==> src/rtl/riscv_config.svh <==
`ifndef RISCV_CONFIG_SVH
`define RISCV_CONFIG_SVH

// width of every data word, register and address in the core.
`define RV_XLEN 32

// depth of the shared instruction and data memory, counted in 32-bit words.
`define RV_MEM_WORDS 64

// the first instruction is fetched from here after arst_n is released.
`define RV_RESET_PC 32'h0000_0000

`endif

==> src/rtl/mem_pkg.sv <==
`include "riscv_config.svh"

package mem_pkg;

    // memory access status, reported next to the read data.
    typedef enum logic [1:0] {
        ENONE,   // good word address.
        EALIGN,  // address is not a multiple of four.
        ERANGE   // word index is past the end of the array.
    } errno_e;

    // wishbone classic request from the test master.
    typedef struct packed {
        logic                cyc;
        logic                stb;
        logic                we;
        logic [`RV_XLEN-1:0] adr;
        logic [`RV_XLEN-1:0] dat;  // write data.
    } wb_req_t;

    // wishbone classic response back to the test master.
    typedef struct packed {
        logic                ack;
        logic [`RV_XLEN-1:0] dat;  // read data, valid with ack.
        errno_e              err;
    } wb_rsp_t;

endpackage

==> src/rtl/mem.sv <==
`include "riscv_config.svh"

module mem (
    input  logic                clk,
    input  logic [`RV_XLEN-1:0] addr,   // byte address.
    input  logic [`RV_XLEN-1:0] wdata,
    input  logic                we,
    output logic [`RV_XLEN-1:0] rdata,  // word addressed on the previous edge.
    output mem_pkg::errno_e     err     // status of that same address.
);
    localparam int IDX_W = $clog2(`RV_MEM_WORDS);

    logic [`RV_XLEN-1:0] words [`RV_MEM_WORDS];
    logic [`RV_XLEN-1:0] addr_q;
    logic [IDX_W-1:0]    idx;

    // classifies a byte address as good, misaligned or out of range.
    function automatic mem_pkg::errno_e addr_check(input logic [`RV_XLEN-1:0] a);
        if (a[1:0] != 2'b00)              return mem_pkg::EALIGN;
        else if ((a >> 2) >= `RV_MEM_WORDS) return mem_pkg::ERANGE;
        else                               return mem_pkg::ENONE;
    endfunction

    assign idx = addr[IDX_W+1:2];

    always_ff @(posedge clk) begin
        if (we && addr_check(addr) == mem_pkg::ENONE) words[idx] <= wdata;  // bad ones dropped.
        rdata  <= words[idx];   // read every cycle and return the old word on a write.
        addr_q <= addr;
    end

    assign err = addr_check(addr_q);

endmodule

==> config.mk <==
export PLATFORM = sky130hd
export DESIGN_NAME = mem
export DESIGN_NICKNAME = d
export VERILOG_FILES = /design/src/rtl/mem_pkg.sv /design/src/rtl/mem.sv
export VERILOG_INCLUDE_DIRS = /design/src /design/src/rtl
export SDC_FILE = /design/constraint.sdc
export NUM_CORES = 2
export LEC_CHECK = 0
export CORE_MARGIN = 1.5
export CORE_UTILIZATION = 41
export CTS_CLUSTER_SIZE = 24
export DETAILED_ROUTE_END_ITERATION = 7
export DONT_BUFFER_PORTS = 1
export PLACE_DENSITY_LB_ADDON = 0.15
export SKIP_LAST_GASP = 1
export SLEW_MARGIN = 20
export SYNTH_ARGS = -nofsm -noshare
export SYNTH_HDL_FRONTEND = slang
export SYNTH_SLANG_ARGS = --single-unit
==> constraint.sdc <==
create_clock -name clk -period 9.9 [get_ports clk]
set_clock_uncertainty 0.2 [all_clocks]
set_input_delay 0.99 -clock clk [delete_from_list [all_inputs] [get_ports clk]]
set_output_delay 0.99 -clock clk [all_outputs]
set_load 0.03 [all_outputs]
# Yosys cells after proc, flatten, opt, wreduce, memory -nomap -nowiden
# Memories as Yosys holds them, arrays and structs flattened. A register that Yosys moved wholly into a read port is not among the register bits.
# Cells that the tools add are included.
# totals
in_bits	66
ram_bits	2048
n_memories	1
reg_bits	32
# classes
magnitude_cmp	2
n_reduce_logical	4
n_mux	6
# mem_list
name	words	word_bits	read_ports	rd_clocked_by_memory_dff	wr	line_no	rtl
words	64	32	1	1	1	mem.sv:13	logic [`RV_XLEN-1:0] words [`RV_MEM_WORDS];
# op_table
cell	count
$ge A30 B7 Y1 const B	2
$mux W2	4
$reduce_bool A2 Y1	2
$logic_not A2 Y1	1
$mux W1	2
$logic_and A1 B1 Y1	1

# Depth between registers and ports, before layout
# logic_depth
word_depth	7
ltp_mapped	10
ltp_nobuf	5

# Worst setup path before layout
# Ideal clock, no wire load.
# synth_path
path_kind	input to register
startpoint	input port addr[2]
endpoint	memory words[10][0] in the netlist's numbering, enable pin
arrival_ns	3.559
cell_stages	6
slack_ns	5.720
n_path_buf	3
cell_sequence	buf_4 buf_4 nor3b_2 clkbuf_1 nand2_1 nor2_1
# synth_via
elab_chain_cells	7
# synth_rtl
element	line_no	rtl
start, declared	mem.sv:5	input logic [`RV_XLEN-1:0] addr,
$ge A30 B7 Y1 (no source line)	n/a	
$mux W2	mem.sv:20	else if ((a >> 2) >= `RV_MEM_WORDS) return mem_pkg::ERANGE;
$mux W2	mem.sv:19	if (a[1:0] != 2'b00) return mem_pkg::EALIGN;
$logic_not A2 Y1	mem.sv:27	if (we && addr_check(addr) == mem_pkg::ENONE) words[idx] <= wdata;
$logic_and A1 B1 Y1	mem.sv:27	
$mux W1	mem.sv:27	
$mux W1 (implied by the code)	mem.sv:27	
end, declared	mem.sv:13	
# Parallel ways exist; a longest one is shown, timed or not.

==> flow_metrics.py <==
metrics = {
    "final_layout": {
        "nets": 4586,
        "fillers": 16353,
        "final_cells": 7253,
        "final_core_util": 0.470,
        "regArea_um2": 62700,
        "multiInputGateArea_um2": 16700,
        "final_area_um2": 91500,
        "area_growth_pct": 14.1,
        "drive_gt1_frac": 0.155,
    },
    "timing": {
        "tightest_slew_ns": 1.39,
        "rsz0062_at_grt": "no",
        "setup_viol": 0,
        "hold_violations": 0,
        "fin_ws_ns": 4.92,
        "min_period_over_period": 0.503,
        "slew_violations": 0,
        "fin_crit_ns": 4.98,
        "tns_ns": 0,
        "maxSlewHeadroom": 0.0714,
        "clock.fmax_mhz": 201,
    },
    "global_routing": {
        "grt_pass1_wl_um": 356000,
        "track_usage": 0.257,
        "grt_pass1_vias": 42988,
        "antenna_found_initial": 18,
        "grt-ovfl-total": 0,
        "grt_max_degree": 511,
    },
    "yosys": {
        "synthArstFlopShare": 0,
        "avgSynthCellArea_um2": 18.0,
        "yosysUniqueCellTypes": 66,
        "yosysTopAreaCell": "edfxtp_1",
        "ys_seq_elements": 2106,
        "synth-seq-area-share": 0.781,
        "synth_top_area_frac": 0.767,
        "synth_flop_cell": "edfxtp_1",
        "syn_nets": 4535,
        "synth_edf_count": 2048,
        "synth.most_common_cell": "edfxtp_1",
        "syn_inst": 4469,
        "ys_top_cells_by_count": "edfxtp_1 (2048), a221oi_1 (296), a22oi_1 (256), clkbuf_1 (227), a21oi_1 (127)",
        "yosysWarningCount": 0,
        "netlist_area_um2": 80200,
        "ys_top_cells_by_area": "edfxtp_1 (77%), a221oi_1 (3.2%), a22oi_1 (2.4%)",
    },
    "run_status": {
        "outcome": "completed",
    },
    "floorplanning": {
        "start_util": 0.412,
        "rows": 162,
        "pin_count": 100,
        "die-area_um2": 198000,
        "die_x_um": 445,
        "core-area_um2": 195000,
        "fp.dieH_um": 445,
    },
    "clocking": {
        "hold_buffers": 61,
        "clockBufferDepth": 3,
        "post_cts_resized": 0,
        "cts_buffers": 214,
        "cts-root-buf": "clkbuf_16",
        "postCtsSetupBuffers": 0,
        "htree_levels": 4,
        "cts.reportedPaths.clkPinSlew_ns": 0.06,
        "cts_sinks": 2106,
        "clock_latency_ns": 0.86,
        "cts_tree": "done",
    },
    "setup_path": {
        "path_max_fanout": 217,
        "reg2reg_setup_slack_ns": 6.63,
        "critical_path_arrival_ns": 5.45,
        "worst-endpoint-required_ns": 10.36,
        "start_kind": "input port",
        "critical_path.endpoint_type": "register",
        "reg2reg_to": "rdata[17]$_DFF_P_",
        "reg2reg_depth": 6,
        "path_class": "in2reg",
        "r2r-start": "words[3][17]$_DFFE_PP_",
    },
    "drt": {
        "drc": 0,
        "avgViaCountPerCell": 6.27,
        "dr.first_iter.drc_count": 6297,
        "routed_wl_um": 259000,
        "num_vias": 45473,
        "dr.pass1.iters": 5,
        "antenna_left": 0,
        "wl_per_cell_um": 35.7,
    },
    "power_and_ir_drop": {
        "power_frac_seq": 0.534,
        "comb_power_share": 0.038,
        "ir_drop_v": 0.000165,
        "p_per_area_nw_per_um2": 202,
        "internal-power_mw": 14.5,
        "swShare": 0.217,
        "clkPwrFrac": 0.427,
        "p_leak_nw": 28.0,
        "switchingPower_mw": 4.02,
    },
    "place": {
        "placed_area_um2": 83700,
        "dp_cells": 6770,
        "gp_congestion": 0.834,
        "io_buffers": 0,
        "pre_cts_slack_ns": 4.88,
        "hpwl_um": 145000,
    },
    "hold_path": {
        "worstHoldEndpoint": "words[25][3]$_DFFE_PP_",
        "hp-start": "wdata[3]",
        "holdCritPathClass": "in2reg",
        "min_path_cells": 0,
    },
    "flow_run": {
        "maxCapViolations": 0,
    },
}
## area by class of cell
| cell class | count | share of cell area |
|---|---|---|
| flip-flops and latches | 2106 | 0.685 |
| multi-input cells | 2007 | 0.182 |
| clock buffers | 283 | 0.0632 |
| well taps | 2542 | 0.0348 |
| repair buffers | 186 | 0.0234 |
| clock inverters | 119 | 0.0112 |
| inverters | 5 | 0.000301 |
| diodes | 5 | 0.000137 |
## how the worst max path moves through the flow
stage / start / to / slack [ns] / cells after the start
2_1_floorplan: addr[2] / words[10][0]$_DFFE_PP_ / 5.72 / 6
3_3_place_gp: addr[30] / words[40][21]$_DFFE_PP_ / 4.86 / 7
3_5_place_dp: addr[30] / words[45][2]$_DFFE_PP_ / 4.88 / 7
4_1_cts: addr[30] / words[45][6]$_DFFE_PP_ / 5.78 / 7
5_1_grt: addr[2] / rdata[11]$_DFF_P_ / 4.90 / 10
6_report: addr[2] / rdata[29]$_DFF_P_ / 4.92 / 8
## metrics by stage
step / total power, mW / hold slack (ns)
after floorplan: 10.5 / 0.370
after global placement: 10.7 / 0.453
after detailed placement: 10.7 / 0.446
after CTS: 18.6 / 0.000391
after global routing: 19.0 / 0.0000341
final: 18.5 / 0.0401
## registers in the layout, indices dropped and copies added, names as in the netlist
name	cells
rdata	32
addr_q	26
words	2048
## cells by family (layout without fill, tap and decap cells)
logic type             Yosys count  count (layout)  share of synthesized area
flip-flops                    2106            2106                      0.781
other                            0               5                          0
AO/OA/AOI/OAI                 1133            1133                      0.107
AND/OR/NAND/NOR                634             634                     0.0504
buffers and inverters          356             593                     0.0192
multiplexers                   240             240                     0.0423
## power by group through the flow
| stage | Sequential (mW) | Combinational, mW | Clock [mW] |
|---|---|---|---|
| after floorplan | 10.0 | 0.437 | 0 |
| after global placement | 10.1 | 0.617 | 0 |
| after detailed placement | 10.1 | 0.616 | 0 |
| after CTS | 9.89 | 0.672 | 8.01 |
| after global routing | 9.88 | 0.737 | 8.35 |
| final | 9.89 | 0.712 | 7.91 |
## placed cells by master (no fill, tap or decap), types with 43 or more instances in the layout
master,n
a21oi_1,127
a221o_1,55
a221oi_1,296
a22oi_1,256
and3_1,45
and3b_1,65
buf_4,87
clkbuf_1,54
clkbuf_16,216
clkinv_1,43
clkinv_2,46
dfxtp_1,58
dlygate4sd3_1,61
edfxtp_1,2048
mux2_2,86
mux2i_1,79
mux4_2,70
nand3b_1,106
nor2_4,66
nor3_1,51
nor3b_1,45
o2111ai_1,43
o21ai_0,123
o22ai_1,52
or3b_2,46
## metal layers
metal | part of all wire | up-vias | GRT usage
met5 | 0.000050 | - | 0
met4 | 0.029 | 2 | 0.0720
met3 | 0.085 | 328 | 0.0537
met2 | 0.46 | 2120 | 0.399
met1 | 0.42 | 24109 | 0.367
li1 | - | 18914 | -
## worst max-delay path, stage by stage
cell and delay, ns:
buf_16 0.60, buf_16 0.49, nor2_4 0.34, buf_4 0.55, a22oi_1 0.32, o2111ai_1 0.30
a2111oi_2 1.07, o2111ai_1 0.23
Note: power is estimated with default switching activity, not from simulation.
