### config.mk
export PLATFORM = sky130hd
export DESIGN_NAME = controller_multicycle
export DESIGN_NICKNAME = d
export VERILOG_FILES = /design/src/rtl/rv_isa_pkg.sv /design/src/rtl/controller_multicycle.sv
export VERILOG_INCLUDE_DIRS = /design/src /design/src/rtl
export SDC_FILE = /design/constraint.sdc
export NUM_CORES = 1
export LEC_CHECK = 0
export BUFFER_PORTS_ARGS = -buffer_cell sky130_fd_sc_hd__buf_2
export CAP_MARGIN = 10
export CORE_MARGIN = 1
export CORE_UTILIZATION = 28
export DETAILED_ROUTE_END_ITERATION = 16
export HOLD_SLACK_MARGIN = 0.12
export PLACE_DENSITY = 0.71
export SLEW_MARGIN = 10
export SYNTH_ARGS = -nofsm -noshare
export SYNTH_HDL_FRONTEND = slang
export SYNTH_SLANG_ARGS = --single-unit
### constraint.sdc
create_clock -name clk -period 2.3 [get_ports clk]
set_input_delay 0.23 -clock clk [delete_from_list [all_inputs] [get_ports clk]]
set_output_delay 0.23 -clock clk [all_outputs]
set_load 0.01 [all_outputs]
### src/rtl/riscv_config.svh
`ifndef RISCV_CONFIG_SVH
`define RISCV_CONFIG_SVH

// width of every data word, register and address in the core.
`define RV_XLEN 32

// depth of the shared instruction and data memory, counted in 32-bit words.
`define RV_MEM_WORDS 64

// the first instruction is fetched from here after arst_n is released.
`define RV_RESET_PC 32'h0000_0000

`endif

### src/rtl/rv_isa_pkg.sv
package rv_isa_pkg;

    // one state per step of the multicycle sequence.
    typedef enum logic [3:0] {
        FETCH, DECODE, EXEC_R, EXEC_I, MEM_ADDR,
        MEM_READ, MEM_WB, MEM_WRITE, ALU_WB, BRANCH
    } state_e;

    // major opcodes, bits 6:0 of the instruction.
    typedef enum logic [6:0] {
        OPC_OP     = 7'b0110011,  // add, sub, and, or.
        OPC_OP_IMM = 7'b0010011,  // addi.
        OPC_LOAD   = 7'b0000011,  // lw.
        OPC_STORE  = 7'b0100011,  // sw.
        OPC_BRANCH = 7'b1100011   // beq.
    } opcode_e;

    typedef enum logic [1:0] {ALU_ADD, ALU_SUB, ALU_AND, ALU_OR} alu_op_e;

    typedef enum logic [1:0] {IMM_I, IMM_S, IMM_B} imm_src_e;

    typedef enum logic {SRC_A_REG, SRC_A_PC} alu_src_a_e;

    typedef enum logic [1:0] {SRC_B_REG, SRC_B_IMM, SRC_B_FOUR} alu_src_b_e;

    typedef enum logic {RES_ALU, RES_MEM} res_src_e;   // register file write source.

    typedef enum logic {ADDR_PC, ADDR_ALU} addr_src_e; // memory address source.

    // everything the controller steers inside the datapath.
    typedef struct packed {
        logic       reg_we;     // register file write.
        logic       ir_en;      // instruction register capture.
        alu_src_a_e alu_src_a;
        alu_src_b_e alu_src_b;
        imm_src_e   imm_src;
        alu_op_e    alu_op;
        res_src_e   res_src;
        addr_src_e  addr_src;
    } ctrl_t;

endpackage

### src/rtl/controller_multicycle.sv
`include "riscv_config.svh"

module controller_multicycle (
    input  logic                 clk,
    input  logic                 arst_n,
    input  logic                 tm,         // test mode parks the core in FETCH.
    input  logic [`RV_XLEN-1:0]  instr,
    input  logic                 zero_flag,  // ALU result is zero, so rs1 equals rs2.
    output rv_isa_pkg::ctrl_t    ctrl,
    output logic                 mem_we,
    output logic                 pc_step,
    output logic                 pc_load,
    output rv_isa_pkg::state_e   state
);
    rv_isa_pkg::state_e  state_d;
    rv_isa_pkg::opcode_e opcode;
    rv_isa_pkg::alu_op_e r_op;       // ALU operation selected by funct3 and funct7.

    assign opcode = rv_isa_pkg::opcode_e'(instr[6:0]);

    // only the funct codes of add, sub, and, or are decoded.
    always_comb begin
        case (instr[14:12])
            3'b110:  r_op = rv_isa_pkg::ALU_OR;
            3'b111:  r_op = rv_isa_pkg::ALU_AND;
            default: r_op = instr[30] ? rv_isa_pkg::ALU_SUB : rv_isa_pkg::ALU_ADD;
        endcase
    end

    always_ff @(posedge clk or negedge arst_n) begin
        if (!arst_n) state <= rv_isa_pkg::FETCH;
        else         state <= state_d;
    end

    always_comb begin
        state_d        = state;
        ctrl.reg_we    = 1'b0;
        ctrl.ir_en     = 1'b0;
        ctrl.alu_src_a = rv_isa_pkg::SRC_A_REG;
        ctrl.alu_src_b = rv_isa_pkg::SRC_B_REG;
        ctrl.imm_src   = rv_isa_pkg::IMM_I;
        ctrl.alu_op    = rv_isa_pkg::ALU_ADD;
        ctrl.res_src   = rv_isa_pkg::RES_ALU;
        ctrl.addr_src  = rv_isa_pkg::ADDR_ALU;
        mem_we         = 1'b0;
        pc_step        = 1'b0;
        pc_load        = 1'b0;
        case (state)
            rv_isa_pkg::FETCH: begin
                ctrl.addr_src  = rv_isa_pkg::ADDR_PC;     // memory reads the word at pc.
                ctrl.alu_src_a = rv_isa_pkg::SRC_A_PC;    // the ALU sees pc plus four.
                ctrl.alu_src_b = rv_isa_pkg::SRC_B_FOUR;
                state_d        = rv_isa_pkg::DECODE;
            end
            rv_isa_pkg::DECODE: begin
                ctrl.ir_en = 1'b1;   // fetched word arrives now and is held from here on.
                pc_step    = 1'b1;
                case (opcode)
                    rv_isa_pkg::OPC_OP:     state_d = rv_isa_pkg::EXEC_R;
                    rv_isa_pkg::OPC_OP_IMM: state_d = rv_isa_pkg::EXEC_I;
                    rv_isa_pkg::OPC_LOAD,
                    rv_isa_pkg::OPC_STORE:  state_d = rv_isa_pkg::MEM_ADDR;
                    rv_isa_pkg::OPC_BRANCH: state_d = rv_isa_pkg::BRANCH;
                    default:                state_d = rv_isa_pkg::FETCH; // unknown is a nop.
                endcase
            end
            rv_isa_pkg::EXEC_R: begin
                ctrl.alu_op = r_op;
                state_d     = rv_isa_pkg::ALU_WB;
            end
            rv_isa_pkg::EXEC_I: begin
                ctrl.alu_src_b = rv_isa_pkg::SRC_B_IMM;  // addi is the only OP_IMM here.
                state_d        = rv_isa_pkg::ALU_WB;
            end
            rv_isa_pkg::MEM_ADDR: begin
                ctrl.alu_src_b = rv_isa_pkg::SRC_B_IMM;  // rs1 plus offset.
                if (opcode == rv_isa_pkg::OPC_STORE) begin
                    ctrl.imm_src = rv_isa_pkg::IMM_S;
                    state_d      = rv_isa_pkg::MEM_WRITE;
                end else begin
                    state_d = rv_isa_pkg::MEM_READ;
                end
            end
            rv_isa_pkg::MEM_READ: state_d = rv_isa_pkg::MEM_WB; // address from the result reg.
            rv_isa_pkg::MEM_WB: begin
                ctrl.reg_we  = 1'b1;
                ctrl.res_src = rv_isa_pkg::RES_MEM;
                state_d      = rv_isa_pkg::FETCH;
            end
            rv_isa_pkg::MEM_WRITE: begin
                mem_we  = 1'b1;     // rs2 goes out as write data.
                state_d = rv_isa_pkg::FETCH;
            end
            rv_isa_pkg::ALU_WB: begin
                ctrl.reg_we = 1'b1;
                state_d     = rv_isa_pkg::FETCH;
            end
            rv_isa_pkg::BRANCH: begin
                ctrl.alu_op  = rv_isa_pkg::ALU_SUB;  // equality test through the zero flag.
                ctrl.imm_src = rv_isa_pkg::IMM_B;
                pc_load      = zero_flag;
                state_d      = rv_isa_pkg::FETCH;
            end
            default: state_d = rv_isa_pkg::FETCH;
        endcase
        // test mode drops the instruction in flight and silences every strobe.
        if (tm) begin
            state_d     = rv_isa_pkg::FETCH;
            ctrl.reg_we = 1'b0;
            ctrl.ir_en  = 1'b0;
            mem_we      = 1'b0;
            pc_step     = 1'b0;
            pc_load     = 1'b0;
        end
    end

endmodule

After elaboration in Yosys (flattened, before gate mapping)

Cells that the tools add are included.

Output and inout bits: 18
Input port bits: 36
Word-level logic and storage cells: 43
Register bits: 4

Eq/ne operators: 16
Multiplexer cells: 21
Reductions and logical operators: 5

Operator list:

| cell                                                                  | number |
|---|---|
| 4-bit case mux with 5 select lines                                    | 1 |
| 4-bit by 3-bit equality test with 1-bit output, second input constant | 4 |
| 2-bit case mux with 2 select lines                                    | 4 |
| 4-bit case mux with 4 select lines                                    | 1 |
| 7-bit by 6-bit equality test with 1-bit output, second input constant | 2 |
| 1-bit two-way mux                                                     | 12 |
| 4-bit by 2-bit equality test with 1-bit output, second input constant | 2 |
| 4-bit equality test, second input constant                            | 2 |
| 2-bit OR reduction                                                    | 4 |
| 7-bit by 2-bit equality test with 1-bit output, second input constant | 1 |
| 7-bit by 5-bit equality test with 1-bit output, second input constant | 1 |
| 7-bit equality test, second input constant                            | 1 |
| 3-bit equality test, second input constant                            | 2 |
| 4-bit by 1-bit equality test with 1-bit output, second input constant | 1 |
| 4-bit zero test                                                       | 1 |
| 2-bit two-way mux                                                     | 2 |
| 4-bit two-way mux                                                     | 1 |

Logic depth before layout (Yosys ltp)

Word-level depth: 5
Gate-level depth with buffers: 5
Gate-level depth less buffers: 4

Least setup slack after synthesis

No wires, ideal clock.

Path type: register -> output
Start point: reg state[1]
End point: out pc_load
Path buffers: 1
Data required time: 2.070 ns
Path slack: 0.832 ns
Stages on the path, launching flop included: 5
Arrival time: 1.238 ns
Path through: dfrtp_1 buf_6 nor2b_4 nand2_1 nor4b_1

Cells in the longest elaborated chain, start to end: 3

RTL lines:

| element                  | line                         | text |
|---|---|---|
| start: declaration       | controller_multicycle.sv:13  | `output rv_isa_pkg::state_e state` |
| start signal: assignment | controller_multicycle.sv:31  | `if (!arst_n) state <= rv_isa_pkg::FETCH;` |
| start signal: assignment | controller_multicycle.sv:32  | `else state <= state_d;` |
| 4-bit equality test      | controller_multicycle.sv:48  | `case (state)` |
| 1-bit two-way mux        | controller_multicycle.sv:48  |  |
| 1-bit two-way mux        | controller_multicycle.sv:107 | `if (tm) begin` |
| end: declaration         | controller_multicycle.sv:12  | `output logic pc_load,` |

Every way passes these cells.

==> results.py <==
metrics = {
    "yosys": {
        "synth_top_family_by_area": "simple AND/OR/NAND/NOR gates",
        "yosysSeqAreaShare": 0.2305,
        "synth_compound_area_frac": 0.1470,
        "synth_fp_nets": 90,
        "syn_area_um2": 434.2,
        "ys_ff_latch": 4,
        "synth.area.mux_share": 0,
        "synthXorXnorAreaFrac": 0,
        "yosysWarnings": 0,
        "netlist_instances": 54,
        "synth_fa_ha_area_frac": 0,
        "synthSimpleGateAreaFrac": 0.5014,
        "avgSynthCellArea_um2": 8.040,
        "synth_cell_types": 26,
    },
    "clock_network": {
        "clk_path_buf_depth": 2,
        "cts.htree.levels": 1,
        "clk_latency_ns": 0.24,
        "cts.sinks": 4,
        "post_cts_resized": 0,
        "cts_buffers": 3,
        "root_buffer": "clkbuf_4",
        "cts_setup_buffers": 0,
        "cts_tree": "yes",
        "cts.clk_slew.worst_paths_ns": 0.04,
    },
    "placement": {
        "post-place-ws_ns": 0.8107,
        "dpl_cell_area_um2": 564.3,
        "portBuffers": 32,
        "place.gp.congestion": 0.7620,
        "dp_hpwl_um": 859.9,
        "dp.cells": 96,
    },
    "floorplanning": {
        "io_pins": 54,
        "die_w_um": 41.38,
        "start_util": 0.3178,
        "core-area_um2": 1366,
        "die_h_um": 41.38,
        "row_count": 13,
        "dieArea_um2": 1712,
    },
    "grt": {
        "grt_pass1_vias": 400,
        "grt_pass1_wl_um": 1607,
        "track_usage": 0.1422,
        "grt_start_max_net_pins": 16,
        "grt-ovfl-total": 0,
        "antenna_found_initial": 0,
    },
    "final_layout": {
        "area_delta_synth_final_pct": 37.46,
        "stdcell_count": 100,
        "largest_register_ffs": 4,
        "final_common_cell": "buf_2",
        "drive_above_1_share": 0.4824,
        "multi_input_area_um2": 281.5,
        "finalNetCount": 123,
        "n_antenna_cell": 0,
        "fillers": 159,
        "ff_latch_area_um2": 100.1,
        "largestRegisters": "state (4)",
        "largest_register": "state",
        "stdcell_area_um2": 596.8,
        "final_cell_mix": "buf_2, nor2_1, nand2_1, a21oi_1, dfrtp_1",
    },
    "timing": {
        "max_freq_ghz": 0.5764,
        "worstMarginPinSlew_ns": 0.4808,
        "hold_viol": 0,
        "fin_tns_setup_ns": 0,
        "setup_ws_ns": 0.5652,
        "finalMaxSlewViolations": 0,
        "slew_headroom": 0.6776,
        "clock_skew_ns": 0.008471,
        "setup_viol": 0,
        "finalCritPeriodShare": 0.7543,
        "final.min_clock_period_ns": 1.735,
        "rsz0062_at_grt": "no",
    },
    "setup_path": {
        "endpoint_kind": "output pin",
        "r2r-end": "state[1]",
        "reg2reg_depth": 4,
        "criticalPathCategory": "flip-flop to output pin",
        "reg2reg_slack_ns": 0.89,
        "reg2reg_from": "state[2]",
        "cp.arrival_ns": 1.50,
        "crit_fanout": 15,
        "cp_data_required_time_ns": 2.07,
        "start_kind": "flip-flop",
    },
    "routing": {
        "drtAntennaViolNets": 0,
        "drt_iter0_drc": 7,
        "firstDrtPassIters": 4,
        "avgViaCountPerCell": 4.950,
        "wl_per_cell_um": 11.17,
        "drcViolationCount": 0,
        "vias": 495,
        "drt-total-wl_um": 1117,
    },
    "pwr": {
        "leakagePower_nw": 0.3174,
        "powerDensity_nw_per_um2": 359.4,
        "p_total_uw": 214.5,
        "vdd_ir_drop_max_v": 0.0002357,
    },
    "run": {
        "drv_cap": 0,
    },
    "outcome": {
        "status": "finished clean",
    },
    "worst_hold_path": {
        "hp-class": "input pin to async pin",
    },
}
-- worst max-delay path by stage --
stage	start	endpoint	slack, ns	cells after the start
finish	state[2]	ctrl[4]	0.57	3
global route	state[2]	ctrl[10]	0.45	4
CTS	state[1]	pc_load	0.55	4
detailed placement	state[1]	pc_load	0.81	4
global placement	state[1]	pc_load	0.82	4
floorplan	state[1]	pc_load	0.83	4
-- power by group --
part / total (mW) / internal [mW] / switching [mW]
clock network: 0.0910 / 0.0586 / 0.0324
registers: 0.0754 / 0.0723 / 0.00320
logic: 0.0480 / 0.0249 / 0.0231
-- what timing repair did --
action,CTS,global route
endpoints found under the setup margin,0,0
hold buffers,1,0
endpoints found under the hold margin,4,0
-- cells in the mapped netlist, drive strengths merged --
cell	n	share of area
a21oi	4	0.046
and2	1	0.014
nor2	11	0.095
nand2b	2	0.035
o31a	1	0.020
inv	1	0.0086
and4b	1	0.023
and4bb	2	0.058
o21ai	1	0.012
nand2	5	0.049
buf	5	0.11
nor2b	2	0.046
nor4b	3	0.075
nor3	3	0.035
nor3b	1	0.017
a211oi	1	0.017
nand4b	2	0.040
o21a	2	0.035
dfrtp	4	0.23
nor4	1	0.014
a21boi	1	0.017
-- cell families after synthesis --
family          count (synthesis)
compound gates                 10
buf+inv                         6
simple gates                   34
flops                           4
-- metal layers --
| metal | vias to the layer above | GRT usage | wire length, um |
|---|---|---|---|
| li1 | 255 | - | - |
| met2 | 16 | 0.2422 | 554 |
| met3 | 2 | 0.01596 | 52 |
| met1 | 222 | 0.1753 | 496 |
| met5 | - | 0 | 0 |
| met4 | 0 | 0.07258 | 13 |
-- layout make-up --
class / count / share of cell area
Timing Repair Buffer: 33 / 0.2851
Inverter: 1 / 0.006289
Clock buffer: 3 / 0.03774
Sequential cell: 4 / 0.1677
Multi-Input combinational cell: 44 / 0.4717
Tap cell: 15 / 0.03145
-- critical path, cell delays in order (launching register included) --
cell and delay [ns]:
dfrtp_1 0.61, and4bb_2 0.29, and4b_1 0.22, buf_2 0.14
-- per-stage QoR --
step / hold slack (ns) / util
after floorplan: -0.06559 / -
after global placement: 0.03496 / 0.4130
after detailed placement: 0.04065 / 0.4130
after CTS: 0.3114 / 0.4368
after global routing: 0.3400 / 0.4368
final: 0.3190 / 0.4368
No activity file was read; power rests on OpenSTA's default activity.
