--- src/rtl/riscv_config.svh ---
`ifndef RISCV_CONFIG_SVH
`define RISCV_CONFIG_SVH

// width of every data word, register and address in the core.
`define RV_XLEN 32

// depth of the shared instruction and data memory, counted in 32-bit words.
`define RV_MEM_WORDS 64

// the first instruction is fetched from here after arst_n is released.
`define RV_RESET_PC 32'h0000_0000

`endif

--- src/rtl/pc_unit.sv ---
`include "riscv_config.svh"

module pc_unit (
    input  logic                clk,
    input  logic                arst_n,
    input  logic                pc_step,  // move on to the next sequential word.
    input  logic                pc_load,  // take the branch target.
    input  logic [`RV_XLEN-1:0] target,
    output logic [`RV_XLEN-1:0] pc,
    output logic [`RV_XLEN-1:0] old_pc    // address of the instruction in flight.
);
    localparam logic [`RV_XLEN-1:0] STEP = 4;

    // a taken branch wins over a step, though the controller never raises both.
    always_ff @(posedge clk or negedge arst_n) begin
        if (!arst_n) begin
            pc     <= `RV_RESET_PC;
            old_pc <= `RV_RESET_PC;
        end else if (pc_load) begin
            pc <= target;             // old_pc keeps the branch's own address.
        end else if (pc_step) begin
            pc     <= pc + STEP;
            old_pc <= pc;             // remember where this instruction came from.
        end
    end

endmodule

--- config.mk ---
export PLATFORM = sky130hd
export DESIGN_NAME = pc_unit
export DESIGN_NICKNAME = d
export VERILOG_FILES = /design/src/rtl/pc_unit.sv
export VERILOG_INCLUDE_DIRS = /design/src /design/src/rtl
export SDC_FILE = /design/constraint.sdc
export NUM_CORES = 1
export LEC_CHECK = 0
export BUFFER_PORTS_ARGS = -buffer_cell sky130_fd_sc_hd__buf_2
export CAP_MARGIN = 10
export CORE_MARGIN = 1
export CORE_UTILIZATION = 37
export CTS_BUF_LIST = sky130_fd_sc_hd__clkbuf_8
export DETAILED_ROUTE_END_ITERATION = 7
export GPL_TIMING_DRIVEN = 0
export PLACE_DENSITY = 0.65
export SLEW_MARGIN = 10
export SYNTH_ARGS = -nofsm -noshare
export SYNTH_HDL_FRONTEND = slang
export SYNTH_SLANG_ARGS = --single-unit
--- constraint.sdc ---
create_clock -name clk -period 2.7 [get_ports clk]
set_clock_uncertainty 0.05 [all_clocks]
set_input_delay 0.135 -clock clk [delete_from_list [all_inputs] [get_ports clk]]
set_output_delay 0.135 -clock clk [all_outputs]
set_load 0.02 [all_outputs]
Word level (Yosys, flattened, before mapping)
Index checks and enable logic that the tools add are counted.
{"block": "totals", "ff_bits": 64, "in_bits": 36, "output_inout_bits": 64, "wordCells": 8}
{"block": "op_classes", "add_sub_neg": 1, "muxes": 2, "bitwise_logic": 1, "n_reduce_logical": 2}
{"cell": "$mux W32", "count": 2}
{"cell": "$add A32 B3 Y32 const B", "count": 1}
{"cell": "$reduce_and A2 Y1", "count": 1}
{"cell": "$reduce_bool A2 Y1", "count": 1}
{"cell": "$not A1 Y1", "count": 1}

Depth between registers and ports, before layout
Gate-level depths: netlist of the first run.
{"block": "depth", "word_depth": 3, "mapped_depth": 6, "mapped_depth_nobuf": 5}

Worst setup path after synthesis of the first run
No wires, ideal clock.
{"block": "synth_path", "path_type": "register to register", "start": "register pc[6]", "end": "register pc[29]", "setup_time_ps": 82, "arrival_time_ps": 1928, "required_time_ps": 2568, "path_slack_ps": 640, "stages_incl_launch_ff": 6, "n_path_buf": 1, "period_less_slack_ps": 2060, "cell_sequence": "dfrtp_1 > nand3_1 > or4_4 > buf_6 > or4_1 > a31oi_1"}
{"block": "synth_via", "elab_chain_cells": 3}
{"item": "from (decl)", "line": "pc_unit.sv:9", "rtl": "output logic [`RV_XLEN-1:0] pc,"}
{"item": "from (signal assigned)", "line": "pc_unit.sv:17", "rtl": "pc <= `RV_RESET_PC;"}
{"item": "from (signal assigned)", "line": "pc_unit.sv:20", "rtl": "pc <= target;"}
{"item": "from (signal assigned)", "line": "pc_unit.sv:22", "rtl": "pc <= pc + STEP;"}
{"item": "$add A32 B3 Y32", "line": "pc_unit.sv:22"}
{"item": "$mux W32", "line": "pc_unit.sv:21", "rtl": "end else if (pc_step) begin"}
{"item": "$mux W32", "line": "pc_unit.sv:19", "rtl": "end else if (pc_load) begin"}
Every way passes these cells. The select of a mux whose other input is x is not followed.
A chain may end at the register's enable or synchronous reset.

Worst setup path in the final report of the first run
{"block": "layout_path", "start": "register pc[2]", "end": "register pc[20]"}
Same word-level chain as after synthesis.

==> results.txt, run 1 <==
The run finished with clean final reports. The starting utilization of the core area is 39.1%, and the DRC violation total after the first TritonRoute iteration is 172. The design draws 2.62 mW. The overall via count from detail_route is 2858, and the top-level port count is 100. Buffers placed on the I/O ports in this run total 99.

The path depth of the worst reg2reg path works out to 6. Compared with the post-synthesis result, the final layout area differs by 36.1%. The count of placed standard cells including taps is 488. The critical path capture point type is a flop. Hold-critical path endpoint: pc[28]. The worst pin sits at a relative slew slack of 61.8%. Setup violations remaining at the end of the flow were counted as 0. The startpoint kind of the worst setup timing path is a flop. Clock tree synthesis inserted a total of 9 buffers. The transition time at the pin with the least slew margin came out at 0.573 ns. The maximum level of the CTS H-tree was 3. Entering global routing, the biggest net connects 47 pins. The multi-input logic area is 0.00140 sq mm, and the minimum setup slack in the final design is 0.490 ns.

The uppermost signal routing layer after detailed routing is met4. Yosys printed 0 warnings. Of the available clock period, the critical path in the final layout requires 81.9%. The number of antenna violations at the first check in global routing was 0. The final-layout worst hold slack is 0.0188 ns.

The library cell used most frequently in the layout, excluding fill and tap cells, is sky130_fd_sc_hd__buf_2. Fraction of the mapped netlist area in simple logic gates: 18.7%. The maximum clock frequency was 452 MHz; the count of unique library cells instantiated by Yosys was 38.

The first global-routing pass estimated 14.0 mm of wire. After synthesis the netlist holds a flip-flop and latch count of 64. The run gives 0.301 mV as the maximum resistive drop on vdd.

The CTS sink count came out at 64. After the flow finishes, the layout carries non-filler instances totaling 532. The signal arrival time at the worst endpoint was 2.39 ns.

In the routed design, unresolved DRC markers number 0. Of the cells placed in the final design, the portion with a size suffix greater than 1 is 34.2%. Along the worst hold path, the cell count comes to 3.

In the final routing, the length of wire on met1 measures 3.93 mm. Instance area at placement: 0.00374 sq mm. Before antenna repair, the detailed router went through 4 iterations. The leading register cell type out of synthesis is sky130_fd_sc_hd__dfrtp_1. For this run, the post-layout net count is 462. Summed over all failing endpoints, the final setup total negative slack is 0 ns. The core area was 0.00789 sq mm; the clock insertion delay at the later pin of the skew report was 0.34 ns. The logs give 2839 for the via count of the first global-routing pass and 0 for the number of diodes.

Synthesis handed over a netlist of 286 instances. In this run the core area contains 32 standard-cell rows. The compound-cell area share of the yosys netlist is 11.5%. Startpoint of the lowest-slack hold path: target[28]. The die is 93.3 microns tall. The number of pins exceeding their max-slew limit in the final report was 0; the area taken by flip-flops and latches was 0.00160 sq mm. Summing the areas of all fa, ha and maj instances in the mapped netlist gives 0.406% of the synthesized area.

Leakage power summed over all cells: 1.85 nW. Synthesis produced a netlist with a net count of 323. The fraction of registers with async set/reset was 100%; the overall overflow remaining after global route was 0. The tools report the register-to-register path setup slack as 0.49 ns. For the die area, the log shows 0.00870 sq mm.

Summing the sequential cell areas from Yosys gives 51.9% of the chip area. At the end of routability-driven placement, the weighted congestion stood at 0.849. In the layout the commonest cells are sky130_fd_sc_hd__buf_2, sky130_fd_sc_hd__dfrtp_1, sky130_fd_sc_hd__nand2_1. The run gives 2 as the number of buffers on the longest clock path. Cells fill 53.2% of the core in the end. The detailed-route wire length was 8.54 mm; the post-layout minimum cycle time was 2.21 ns. The finished cells cover 0.00420 sq mm. The tools report the start of the worst register-to-register path as pc[2].

CTS clock-pin slew for the worst setup and hold paths: 0.07 ns. After synthesis, the largest family of logic cells by area is simple AND/OR/NAND/NOR gates. Worst hold path class: input port to flop. Largest fanout on the critical path: 6.

At the placement stage, the worst setup path has a slack of 0.478 ns. The share of cell area taken by muxes after synthesis came out at 12.0%. The count of nets left with antenna violations after detail routing is 0, and the power per standard cell area is 625 mW/mm^2. Summed over all nets, wire length on met2 after detailed routing comes to 4.01 mm. Worst reg2reg path endpoint: pc[20].

The max-capacitance violation count is 0, and the post-synth design cell area is 0.00308 sq mm. Clock tree synthesis selected as its root buffer the cell sky130_fd_sc_hd__clkbuf_8. The detailed placer's ending HPWL is 6.13 mm. Setup repair after global routing left no endpoint under its margin. The number of hold violations in the final report came out at 0. At the worst endpoint, the required time is 2.88 ns. For this run, the total global-route usage over all layers was measured as 20.8%.

Wire segments on met3 add up to 472 microns in the final route. The worst setup path startpoint was pc[2]. Of the total synthesized cell area, the portion taken by XOR and XNOR cells is 2.56%.

In the routed layout, each cell is associated on average with a via count of 5.37. TritonCTS built the clock tree. Count of flip-flops with a built-in enable after synthesis: 0. The average cell area after synthesis came out at 10.8 sq um.

The type of the worst setup path was flop to flop. Horizontal die dimension: 93.3 microns. The number of fill cells in the layout was 725; the routed length per placed instance was 16.1 microns.
## final cells by class
| type | count | share of cell area, % |
|---|---|---|
| sequential | 64 | 38.2 |
| multi-input combinational | 201 | 33.2 |
| timing repair buffer | 128 | 19.2 |
| tap | 102 | 3.04 |
| clock buffer | 9 | 2.95 |
| buffer | 17 | 1.70 |
| clock inverter | 7 | 1.34 |
| inverter | 4 | 0.358 |
## per-layer routing
metal / vias to the layer above / GRT usage (%)
met3: 15 / 3.98
met5: - / 0
met2: 102 / 33.1
li1: 1348 / -
met4: 0 / 8.46
met1: 1393 / 27.9
## state kept, by name (all words and copies together), names as in the netlist
name,count
old_pc,32
pc,32
## critical path: stages (launching register included)
cell                       delay (ns)
sky130_fd_sc_hd__dfrtp_1         0.45
sky130_fd_sc_hd__ha_1            0.21
sky130_fd_sc_hd__nand4_1         0.23
sky130_fd_sc_hd__or3_1           0.38
sky130_fd_sc_hd__clkbuf_1        0.21
sky130_fd_sc_hd__o311a_1         0.33
sky130_fd_sc_hd__a221o_1         0.25
## cell usage after synthesis (5+ instances only)
cell type                  number  area (sq um)
sky130_fd_sc_hd__a31oi_1        9          56.3
sky130_fd_sc_hd__and3_1         5          31.3
sky130_fd_sc_hd__and4_1         6          52.6
sky130_fd_sc_hd__buf_1          5          18.8
sky130_fd_sc_hd__clkbuf_1      11          41.3
sky130_fd_sc_hd__dfrtp_1       64          1600
sky130_fd_sc_hd__mux2_2        32           360
sky130_fd_sc_hd__nand2_1       33           124
sky130_fd_sc_hd__nand3_1       13          65.1
sky130_fd_sc_hd__nand4_1       10          62.6
sky130_fd_sc_hd__nor2_1        12          45.0
sky130_fd_sc_hd__o211ai_1       6          45.0
sky130_fd_sc_hd__o21ai_0       13          65.1
sky130_fd_sc_hd__o311ai_0       6          52.6
sky130_fd_sc_hd__o31ai_1       11          82.6
sky130_fd_sc_hd__or4_1         10          75.1
sky130_fd_sc_hd__xor2_1         6          52.6
## logic make-up after synthesis
family | after synthesis
xor gates and xnor gates | 9
DFF | 64
muxes | 33
AOI/OAI and AO/OA | 51
and+or+nand+nor | 107
adders and majority gates | 1
buffers and inverters | 21
## where the power goes
part / leakage [nW] / switching, mW / total, mW / internal (mW)
Sequential: 0.757 / 0.120 / 1.21 / 1.09
Combinational: 0.983 / 0.366 / 0.635 / 0.269
Clock: 0.107 / 0.360 / 0.772 / 0.412
## repair_timing
item	4_1_cts	5_1_grt
resized for setup	0	0
endpoints found under the setup margin	0	0
hold buffers	28	0
buffers inserted	0	0
endpoints found under the hold margin	91	0
## worst max path at each step
stage	end	depth (start not counted)	slack, ns
after floorplan	pc[29]	5	0.64
after global placement	pc[20]	6	0.48
after detailed placement	pc[20]	6	0.48
after CTS	pc[20]	6	0.47
after global routing	pc[20]	6	0.38
final	pc[20]	6	0.49
Note: power is estimated with default switching activity, not from simulation.
==> run 2: changes to the inputs <==
--- a/config.mk
+++ b/config.mk
@@ -13,7 +13,7 @@
 export CTS_BUF_LIST = sky130_fd_sc_hd__clkbuf_8
 export DETAILED_ROUTE_END_ITERATION = 7
 export GPL_TIMING_DRIVEN = 0
-export PLACE_DENSITY = 0.65
+export PLACE_DENSITY = 0.68
 export SLEW_MARGIN = 10
 export SYNTH_ARGS = -nofsm -noshare
 export SYNTH_HDL_FRONTEND = slang
==> constraint.sdc (replaced) <==
create_clock -name clk -period 1.9 [get_ports clk]
set_clock_uncertainty 0.05 [all_clocks]
set_input_delay 0.095 -clock clk [delete_from_list [all_inputs] [get_ports clk]]
set_output_delay 0.095 -clock clk [all_outputs]
set_load 0.02 [all_outputs]
==> run 2 against run 1 <==
The run now ends with negative setup slack left. Critical path depth down 1. Sequential power up 42%. Setup slack worse by 0.52 ns. First-iteration DRC count down 6.4%. Combinational power up 55%. Non-clock buffer count up 24. Final area up 7.2%.
==> results.txt, run 2 (synthesis results as in run 1) <==
Commonest non-fill, non-tap cell in the layout: sky130_fd_sc_hd__buf_2 (unchanged). DRC violation total after the first TritonRoute iteration: 161 (was 172). The uppermost signal routing layer after detailed routing is met4 (unchanged). For the number of hold violations in the final report, the log shows 0 (unchanged). The number of diodes was 0 (unchanged); the share of the clock period used by the worst path was 101% (was 81.9%). The logs give 0.833 (was 0.849) for the routability congestion estimate and 0 (unchanged) for the overall overflow remaining after global route. The horizontal die dimension was 93.3 microns (unchanged). The routed length per placed instance is 16.3 microns (was 16.1 microns), and the maximum resistive drop on vdd is 0.484 mV (was 0.301 mV). For the max-capacitance violation count, the log shows 0 (unchanged). The total iterations of the first detailed-routing run was 4 (unchanged). The top-level port count came out at 100 (unchanged).

The instance area at placement is 0.00377 sq mm (was 0.00374 sq mm). TritonCTS built the clock tree. The maximum level of the CTS H-tree came out at 3 (unchanged). The type of the worst setup path was flop to flop (unchanged). The number of antenna violations at the first check in global routing is 0 (unchanged). The run gives 0 (unchanged) as the count of nets left with antenna violations after detail routing. The tools report the final net count as 486 (was 462). The logs give 0 (unchanged) for the number of pins exceeding their max-slew limit in the final report and 0.00870 sq mm (unchanged) for the die area. Commonest cells after routing, fill and taps aside: sky130_fd_sc_hd__buf_2, sky130_fd_sc_hd__dfrtp_1, sky130_fd_sc_hd__nand2_1, sky130_fd_sc_hd__dlygate4sd3_1, sky130_fd_sc_hd__mux2_2 (was sky130_fd_sc_hd__buf_2, sky130_fd_sc_hd__dfrtp_1, sky130_fd_sc_hd__nand2_1). Overall die height: 93.3 microns (unchanged).

The largest fanout on the critical path was 5 (was 6); the largest net degree at the start of global routing was 44 (was 47). The TritonCTS buffer count came out at 9 (unchanged). The share of final-layout standard cells stronger than drive strength 1 is 42.1% (was 34.2%). The CTS sink count was 64 (unchanged). The power per standard cell area was 887 mW/mm^2 (was 625 mW/mm^2). The clock tree root buffer cell is sky130_fd_sc_hd__clkbuf_8 (unchanged). The run gives 32 (unchanged) as the floorplan row count. Setup repair after global routing could not meet its margin everywhere. The final reports fail on negative setup slack. Top flop regs: old_pc x32, pc x32 (unchanged). The setup-violating endpoint count in the final report is 2 (was 0). Series of cell instances along the critical path: nand3_2 > or4_4 > buf_6 > or4_1 > a31oi_1 (was ha_1 > nand4_1 > or3_1 > clkbuf_1 > o311a_1 > a221o_1). Global-route usage over all layers: 21.6% (was 20.8%).

The worst hold path class is input port to asynchronous set/reset pin (was input port to flop). Minimum setup slack in the final design: -0.0265 ns (was 0.490 ns). The core area was 0.00789 sq mm (unchanged); the starting utilization of the core area was 39.1% (unchanged). The routed length on met3 was 492 microns (was 472 microns). Transition time at the pin with the least slew margin: 0.606 ns (was 0.573 ns). Startpoint kind of the worst setup timing path: a flop (unchanged).

The share of the core filled with cells in the final layout was 57.0% (was 53.2%). Signal arrival time at the worst endpoint: 2.14 ns (was 2.39 ns). The logs give 519 MHz (was 452 MHz) for the maximum clock frequency and 686 (was 725) for the number of fill cells in the layout. The via count of the first global-routing pass is 2908 (was 2839). The run gives 0.00450 sq mm (was 0.00420 sq mm) as the post-route standard cell area excluding fillers.

Clock insertion delay at the later pin of the skew report: 0.34 ns (about the same). Cell type of the slowest stage on the worst timing path: sky130_fd_sc_hd__or4_4 (was sky130_fd_sc_hd__dfrtp_1). The detail-routed via count per cell is 5.38 (was 5.37).

The logs give 3.98 mm (was 3.93 mm) for the sum of routed wire segments on met1 and 9.06 mm (was 8.54 mm) for the detailed-route wire length. The flow ran to the end, but the final reports show violations. The global-route wire length before repair is 14.3 mm (was 14.0 mm). The synthesis-to-layout area growth was 45.9% (was 36.1%); the CTS clock-pin slew for the worst setup and hold paths was 0.08 ns (was 0.07 ns). The post-layout minimum cycle time is 1.93 ns (was 2.21 ns).

Gate family responsible for the most delay along the worst path: simple AND/OR/NAND/NOR gates (unchanged). The critical path buffer and inverter count is 1 (unchanged), and the detailed placer's ending HPWL is 6.05 mm (was 6.13 mm). The max-slew headroom at the worst pin was 59.6% (was 61.8%); the overall via count from detail_route was 2990 (was 2858).

Count of input and output buffers: 99 (unchanged). Required time of the worst setup path: 2.12 ns (was 2.88 ns). The post-route DRC violation count was 0 (unchanged). The number of buffers on the longest clock path is 2 (unchanged), and the maximum single-stage delay on the critical path is 0.55 ns (was 0.45 ns). Critical path capture point type: a flop (unchanged). The routed wire length on met2 was 4.46 mm (was 4.01 mm). For the leakage power summed over all cells, the log shows 1.98 nW (was 1.85 nW).
-- run 2: final timing paths --
| kind | start | endpoint | slack [ns] | cells past startpoint |
|---|---|---|---|---|
| setup / recovery | pc[6] | pc[27] | -0.03 | 5 |
| hold / removal | arst_n | old_pc[24] | 0.13 | 2 |
| setup reg to reg | pc[6] | pc[27] | -0.03 | 5 |
| hold reg to reg | old_pc[26] | old_pc[26] | 0.45 | 2 |
| max in group asynchronous | arst_n | pc[12] | 1.12 | 3 |
| min in group clk | pc_step | pc[22] | 0.34 | 6 |
-- run 2: through the flow --
step / instances / worst slack, ns / hold slack [ns] / total power [mW] / TNS, ns
after floorplan: 286 / -0.0430 / -0.251 / 2.26 / -0.124
after detailed placement: 488 / -0.255 / -0.0299 / 2.63 / -6.50
final: 556 / -0.0265 / 0.132 / 3.99 / -0.0377
after global routing: 556 / -0.0868 / 0.157 / 4.18 / -0.391
after global placement: 487 / -0.217 / 0.251 / 2.59 / -5.58
after CTS: 551 / -0.0386 / 0.137 / 4.00 / -0.0507
-- run 2: cell type report --
class,count,area (sq um),share of cell area [%]
Tap cell,102,128,2.84
Inverter,4,15.0,0.334
Timing Repair Buffer,153,1000,22.3
Clock inverter,6,76.3,1.70
Clock buffer,10,138,3.06
Buffer,16,81.3,1.81
Sequential cell,64,1620,35.9
Multi-Input combinational cell,201,1440,32.0
-- run 2: power breakdown --
| group | total, mW | internal [mW] | switching [mW] |
|---|---|---|---|
| logic | 0.985 | 0.429 | 0.556 |
| registers | 1.72 | 1.56 | 0.158 |
| clock network | 1.29 | 0.759 | 0.529 |
| total | 3.99 | 2.75 | 1.24 |
-- run 2: what timing repair did --
action	4_1_cts	5_1_grt
resized for setup	4	14
hold endpoints to repair	96	0
cloned	1	0
hold buffers	33	0
endpoints found under the setup margin	12	24
setup buffers	13	6
pin swaps	4	2
-- run 2: metal layers --
layer | vias up | track usage (%)
met1 | 1475 | 27.7
li1 | 1400 | -
met4 | 0 | 8.85
met3 | 12 | 4.55
met5 | - | 0
met2 | 103 | 35.5
==> run 3: changes to the inputs <==
--- a/config.mk
+++ b/config.mk
@@ -14,6 +14,7 @@
 export DETAILED_ROUTE_END_ITERATION = 7
 export GPL_TIMING_DRIVEN = 0
 export PLACE_DENSITY = 0.68
+export RECOVER_POWER = 50
 export SLEW_MARGIN = 10
 export SYNTH_ARGS = -nofsm -noshare
 export SYNTH_HDL_FRONTEND = slang
==> run 3 against run 2 <==
The flow still finishes with violations (negative setup slack). Combinational power down 3.5%. Count of clock-buffer cells in the layout is the same. Global-route usage did not move. Total power is 0.75% lower. First-iteration DRC count shrank 12%. Hold slack better by 0.21 ns. Critical endpoint unchanged. Final area decreased by 1.1%. Final cell count unchanged. Non-clock buffer count did not move. Setup slack got worse by 0.0025 ns.
==> results.txt, run 3 (synthesis results as in run 1) <==
The final net count is 486 (unchanged), and the minimum setup slack in the final design is -0.0290 ns (was -0.0265 ns). The end of the critical path was pc[27] (unchanged). Commonest cells after routing, fill and taps aside: sky130_fd_sc_hd__buf_2, sky130_fd_sc_hd__dfrtp_1, sky130_fd_sc_hd__clkbuf_1 (was sky130_fd_sc_hd__buf_2, sky130_fd_sc_hd__dfrtp_1, sky130_fd_sc_hd__nand2_1, sky130_fd_sc_hd__dlygate4sd3_1, sky130_fd_sc_hd__mux2_2).

For the overall via count from detail_route, the log shows 2981 (was 2990). The worst setup path startpoint is pc[7] (was pc[6]). The logs give 4.42 mm (was 4.46 mm) for the routed wire length on met2 and 6.05 mm (unchanged) for the detailed placer's ending HPWL.

The number of antenna violations at the first check in global routing was 0 (unchanged). The commonest non-fill, non-tap cell in the layout was sky130_fd_sc_hd__buf_2 (unchanged). The synthesis-to-layout area growth works out to 44.2% (was 45.9%). The horizontal die dimension was 93.3 microns (unchanged); the power share of the sequential group was 43.5% (was 43.0%).

The logs give 9.05 mm (was 9.06 mm) for the detailed-route wire length and 3 (unchanged) for the maximum level of the CTS H-tree. The tools report the clock insertion delay at the later pin of the skew report as 0.34 ns (about the same). Starting utilization of the core area: 39.1% (unchanged). The cell type of the slowest stage on the worst timing path was sky130_fd_sc_hd__or4_4 (unchanged). For the required time of the worst setup path, the log shows 2.12 ns (about the same).

Overall overflow remaining after global route: 0 (unchanged). The share of the core filled with cells in the final layout is 56.4% (was 57.0%). Setup repair after global routing could not meet its margin everywhere.

The CTS clock-pin slew for the worst setup and hold paths is 0.08 ns (about the same), and the largest fanout on the critical path is 5 (unchanged). The critical path capture point type was a flop (unchanged). The power per standard cell area came out at 891 mW/mm^2 (was 887 mW/mm^2). The total power came out at 3.96 mW (was 3.99 mW).

The gate family responsible for the most delay along the worst path was simple AND/OR/NAND/NOR gates (unchanged). The run finished, with violations left. The total iterations of the first detailed-routing run was 4 (unchanged). The TritonCTS buffer count was 9 (unchanged). The maximum clock frequency came out at 518 MHz (was 519 MHz).

The number of hold violations in the final report is 0 (unchanged), and the detail-routed via count per cell is 5.36 (was 5.38). The number of diodes was 0 (unchanged). The start of the worst register-to-register path is pc[7] (was pc[6]). The sum of routed wire segments on met1 was 4.01 mm (was 3.98 mm); the net load switching power was 1.24 mW (about the same). The post-layout minimum cycle time works out to 1.93 ns (about the same). For the global-route usage over all layers, the log shows 21.6% (unchanged). Failing checks: negative setup slack (unchanged). The routability congestion estimate was 0.833 (unchanged). For the post-route DRC violation count, the log shows 0 (unchanged).

The max-capacitance violation count is 0 (unchanged), and the number of cells on the critical path is 5 (unchanged). The routed length on met3 is 477 microns (was 492 microns), and the share of the clock period used by the worst path is 102% (was 101%). The DRC violation total after the first TritonRoute iteration was 141 (was 161).

The tools report the global-route wire length before repair as 14.3 mm (unchanged). The switching power as a share of total power works out to 31.4% (was 31.1%). The worst hold path class is input port to flop (was input port to asynchronous set/reset pin).

Top flop regs: old_pc x32, pc x32 (unchanged). The share of final-layout standard cells stronger than drive strength 1 came out at 36.3% (was 42.1%). The clock network power share was 32.5% (was 32.3%); the core area was 0.00789 sq mm (unchanged). Number of pins exceeding their max-slew limit in the final report: 0 (unchanged). The tools report the worst reg2reg path endpoint as pc[27] (unchanged).

The via count of the first global-routing pass is 2908 (unchanged). The routed length per placed instance came out at 16.3 microns (about the same). Leakage power summed over all cells: 1.89 nW (was 1.98 nW). Critical path buffer and inverter count: 1 (unchanged). The tools report the internal power consumption as 2.72 mW (was 2.75 mW). The instance area at placement is 0.00377 sq mm (unchanged).

The tools report the clock tree root buffer cell as sky130_fd_sc_hd__clkbuf_8 (unchanged). The tools report the max-slew headroom at the worst pin as 16.8% (was 59.6%). The transition time at the pin with the least slew margin came out at 1.25 ns (was 0.606 ns). The combinational power share came out at 24.0% (was 24.7%).

TritonCTS built the clock tree. Floorplan row count: 32 (unchanged). Series of cell instances along the critical path: nand3_2 > or4_4 > buf_6 > or4_1 > a31oi_1 (unchanged). The signal arrival time at the worst endpoint is 2.14 ns (about the same). The top-level port count was 100 (unchanged). The post-route standard cell area excluding fillers is 0.00445 sq mm (was 0.00450 sq mm), and the CTS sink count is 64 (unchanged). The number of buffers on the longest clock path is 2 (unchanged).

Largest net degree at the start of global routing: 44 (unchanged). The setup-violating endpoint count in the final report was 2 (unchanged). The run gives 0 (unchanged) as the count of nets left with antenna violations after detail routing. The maximum single-stage delay on the critical path is 0.55 ns (about the same). Count of input and output buffers: 99 (unchanged). The uppermost signal routing layer after detailed routing was met4 (unchanged).

The tools report the startpoint kind of the worst setup timing path as a flop (unchanged). The register-to-register path setup slack is -0.03 ns (about the same). Path depth of the worst reg2reg path: 5 (unchanged). The maximum resistive drop on vdd is 0.479 mV (was 0.484 mV), and the overall die height is 93.3 microns (unchanged). The type of the worst setup path is flop to flop (unchanged). The die area is 0.00870 sq mm (unchanged).
## run 3: cell types whose count changed in the layout (fill, tap and decap cells not counted)
cell                       delta
sky130_fd_sc_hd__buf_2       -25
sky130_fd_sc_hd__buf_4        -1
sky130_fd_sc_hd__buf_6        +1
sky130_fd_sc_hd__buf_16       -1
sky130_fd_sc_hd__clkbuf_1    +26
## run 3: timing repair
action | in CTS | in global routing
endpoints found under the hold margin | 96 | 0
hold buffers | 33 | 0
pin swaps | 4 | 2
gates resized for setup | 4 | 14
gates cloned | 1 | 0
buffers inserted | 13 | 6
setup endpoints to repair | 12 | 24
## run 3: final cells by class
cell class                      count  area [sq um]
Buffer                             16          81.3
Timing Repair Buffer              153           952
Fill cell                         701          3440
Clock buffer                       10           138
Multi-Input combinational cell    201          1440
Clock inverter                      6          76.3
Sequential cell                    64          1620
Inverter                            4          15.0
Tap cell                          102           128
## run 3: power groups by stage
| stage | clock (mW) | sequential (mW) | combinational (mW) |
|---|---|---|---|
| 2_1_floorplan | 0 | 1.97 | 0.288 |
| 3_3_place_gp | 0 | 1.74 | 0.848 |
| 3_5_place_dp | 0 | 1.76 | 0.872 |
| 4_1_cts | 1.32 | 1.72 | 0.973 |
| 5_1_grt | 1.37 | 1.75 | 1.03 |
| 6_report | 1.29 | 1.72 | 0.951 |
## run 3: metal layers
metal  up-vias  track usage, %
li1       1397               -
met1      1471            27.7
met2        98            35.5
met3        15            4.55
met4         0            8.85
met5         -               0
## run 3: metrics by stage
step / hold WS (ns) / TNS, ns / setup slack (ns) / instances
2_1_floorplan: -0.251 / -0.124 / -0.0430 / 286
3_3_place_gp: 0.251 / -5.58 / -0.217 / 487
3_5_place_dp: -0.0299 / -6.50 / -0.255 / 488
4_1_cts: 0.137 / -0.0507 / -0.0386 / 551
5_1_grt: 0.365 / -1.16 / -0.0868 / 556
6_report: 0.337 / -0.0427 / -0.0290 / 556
## run 3: worst min path at each step
stage | to | start | depth (start not counted) | slack (ns)
after floorplan | old_pc[0] | arst_n | 0 | -0.25
after global placement | pc[9] | target[9] | 3 | 0.25
after detailed placement | old_pc[0] | arst_n | 1 | -0.03
after CTS | old_pc[24] | arst_n | 2 | 0.14
after global routing | pc[22] | pc_step | 6 | 0.37
final | pc[22] | pc_step | 6 | 0.34
## run 3: worst reg2reg max path, delay by kind of cell (launching register included)
kind	cells	cell delay [ns]
flops	1	0.39
compound gates	1	0.17
buf+inv	1	0.15
simple gates	3	1.09
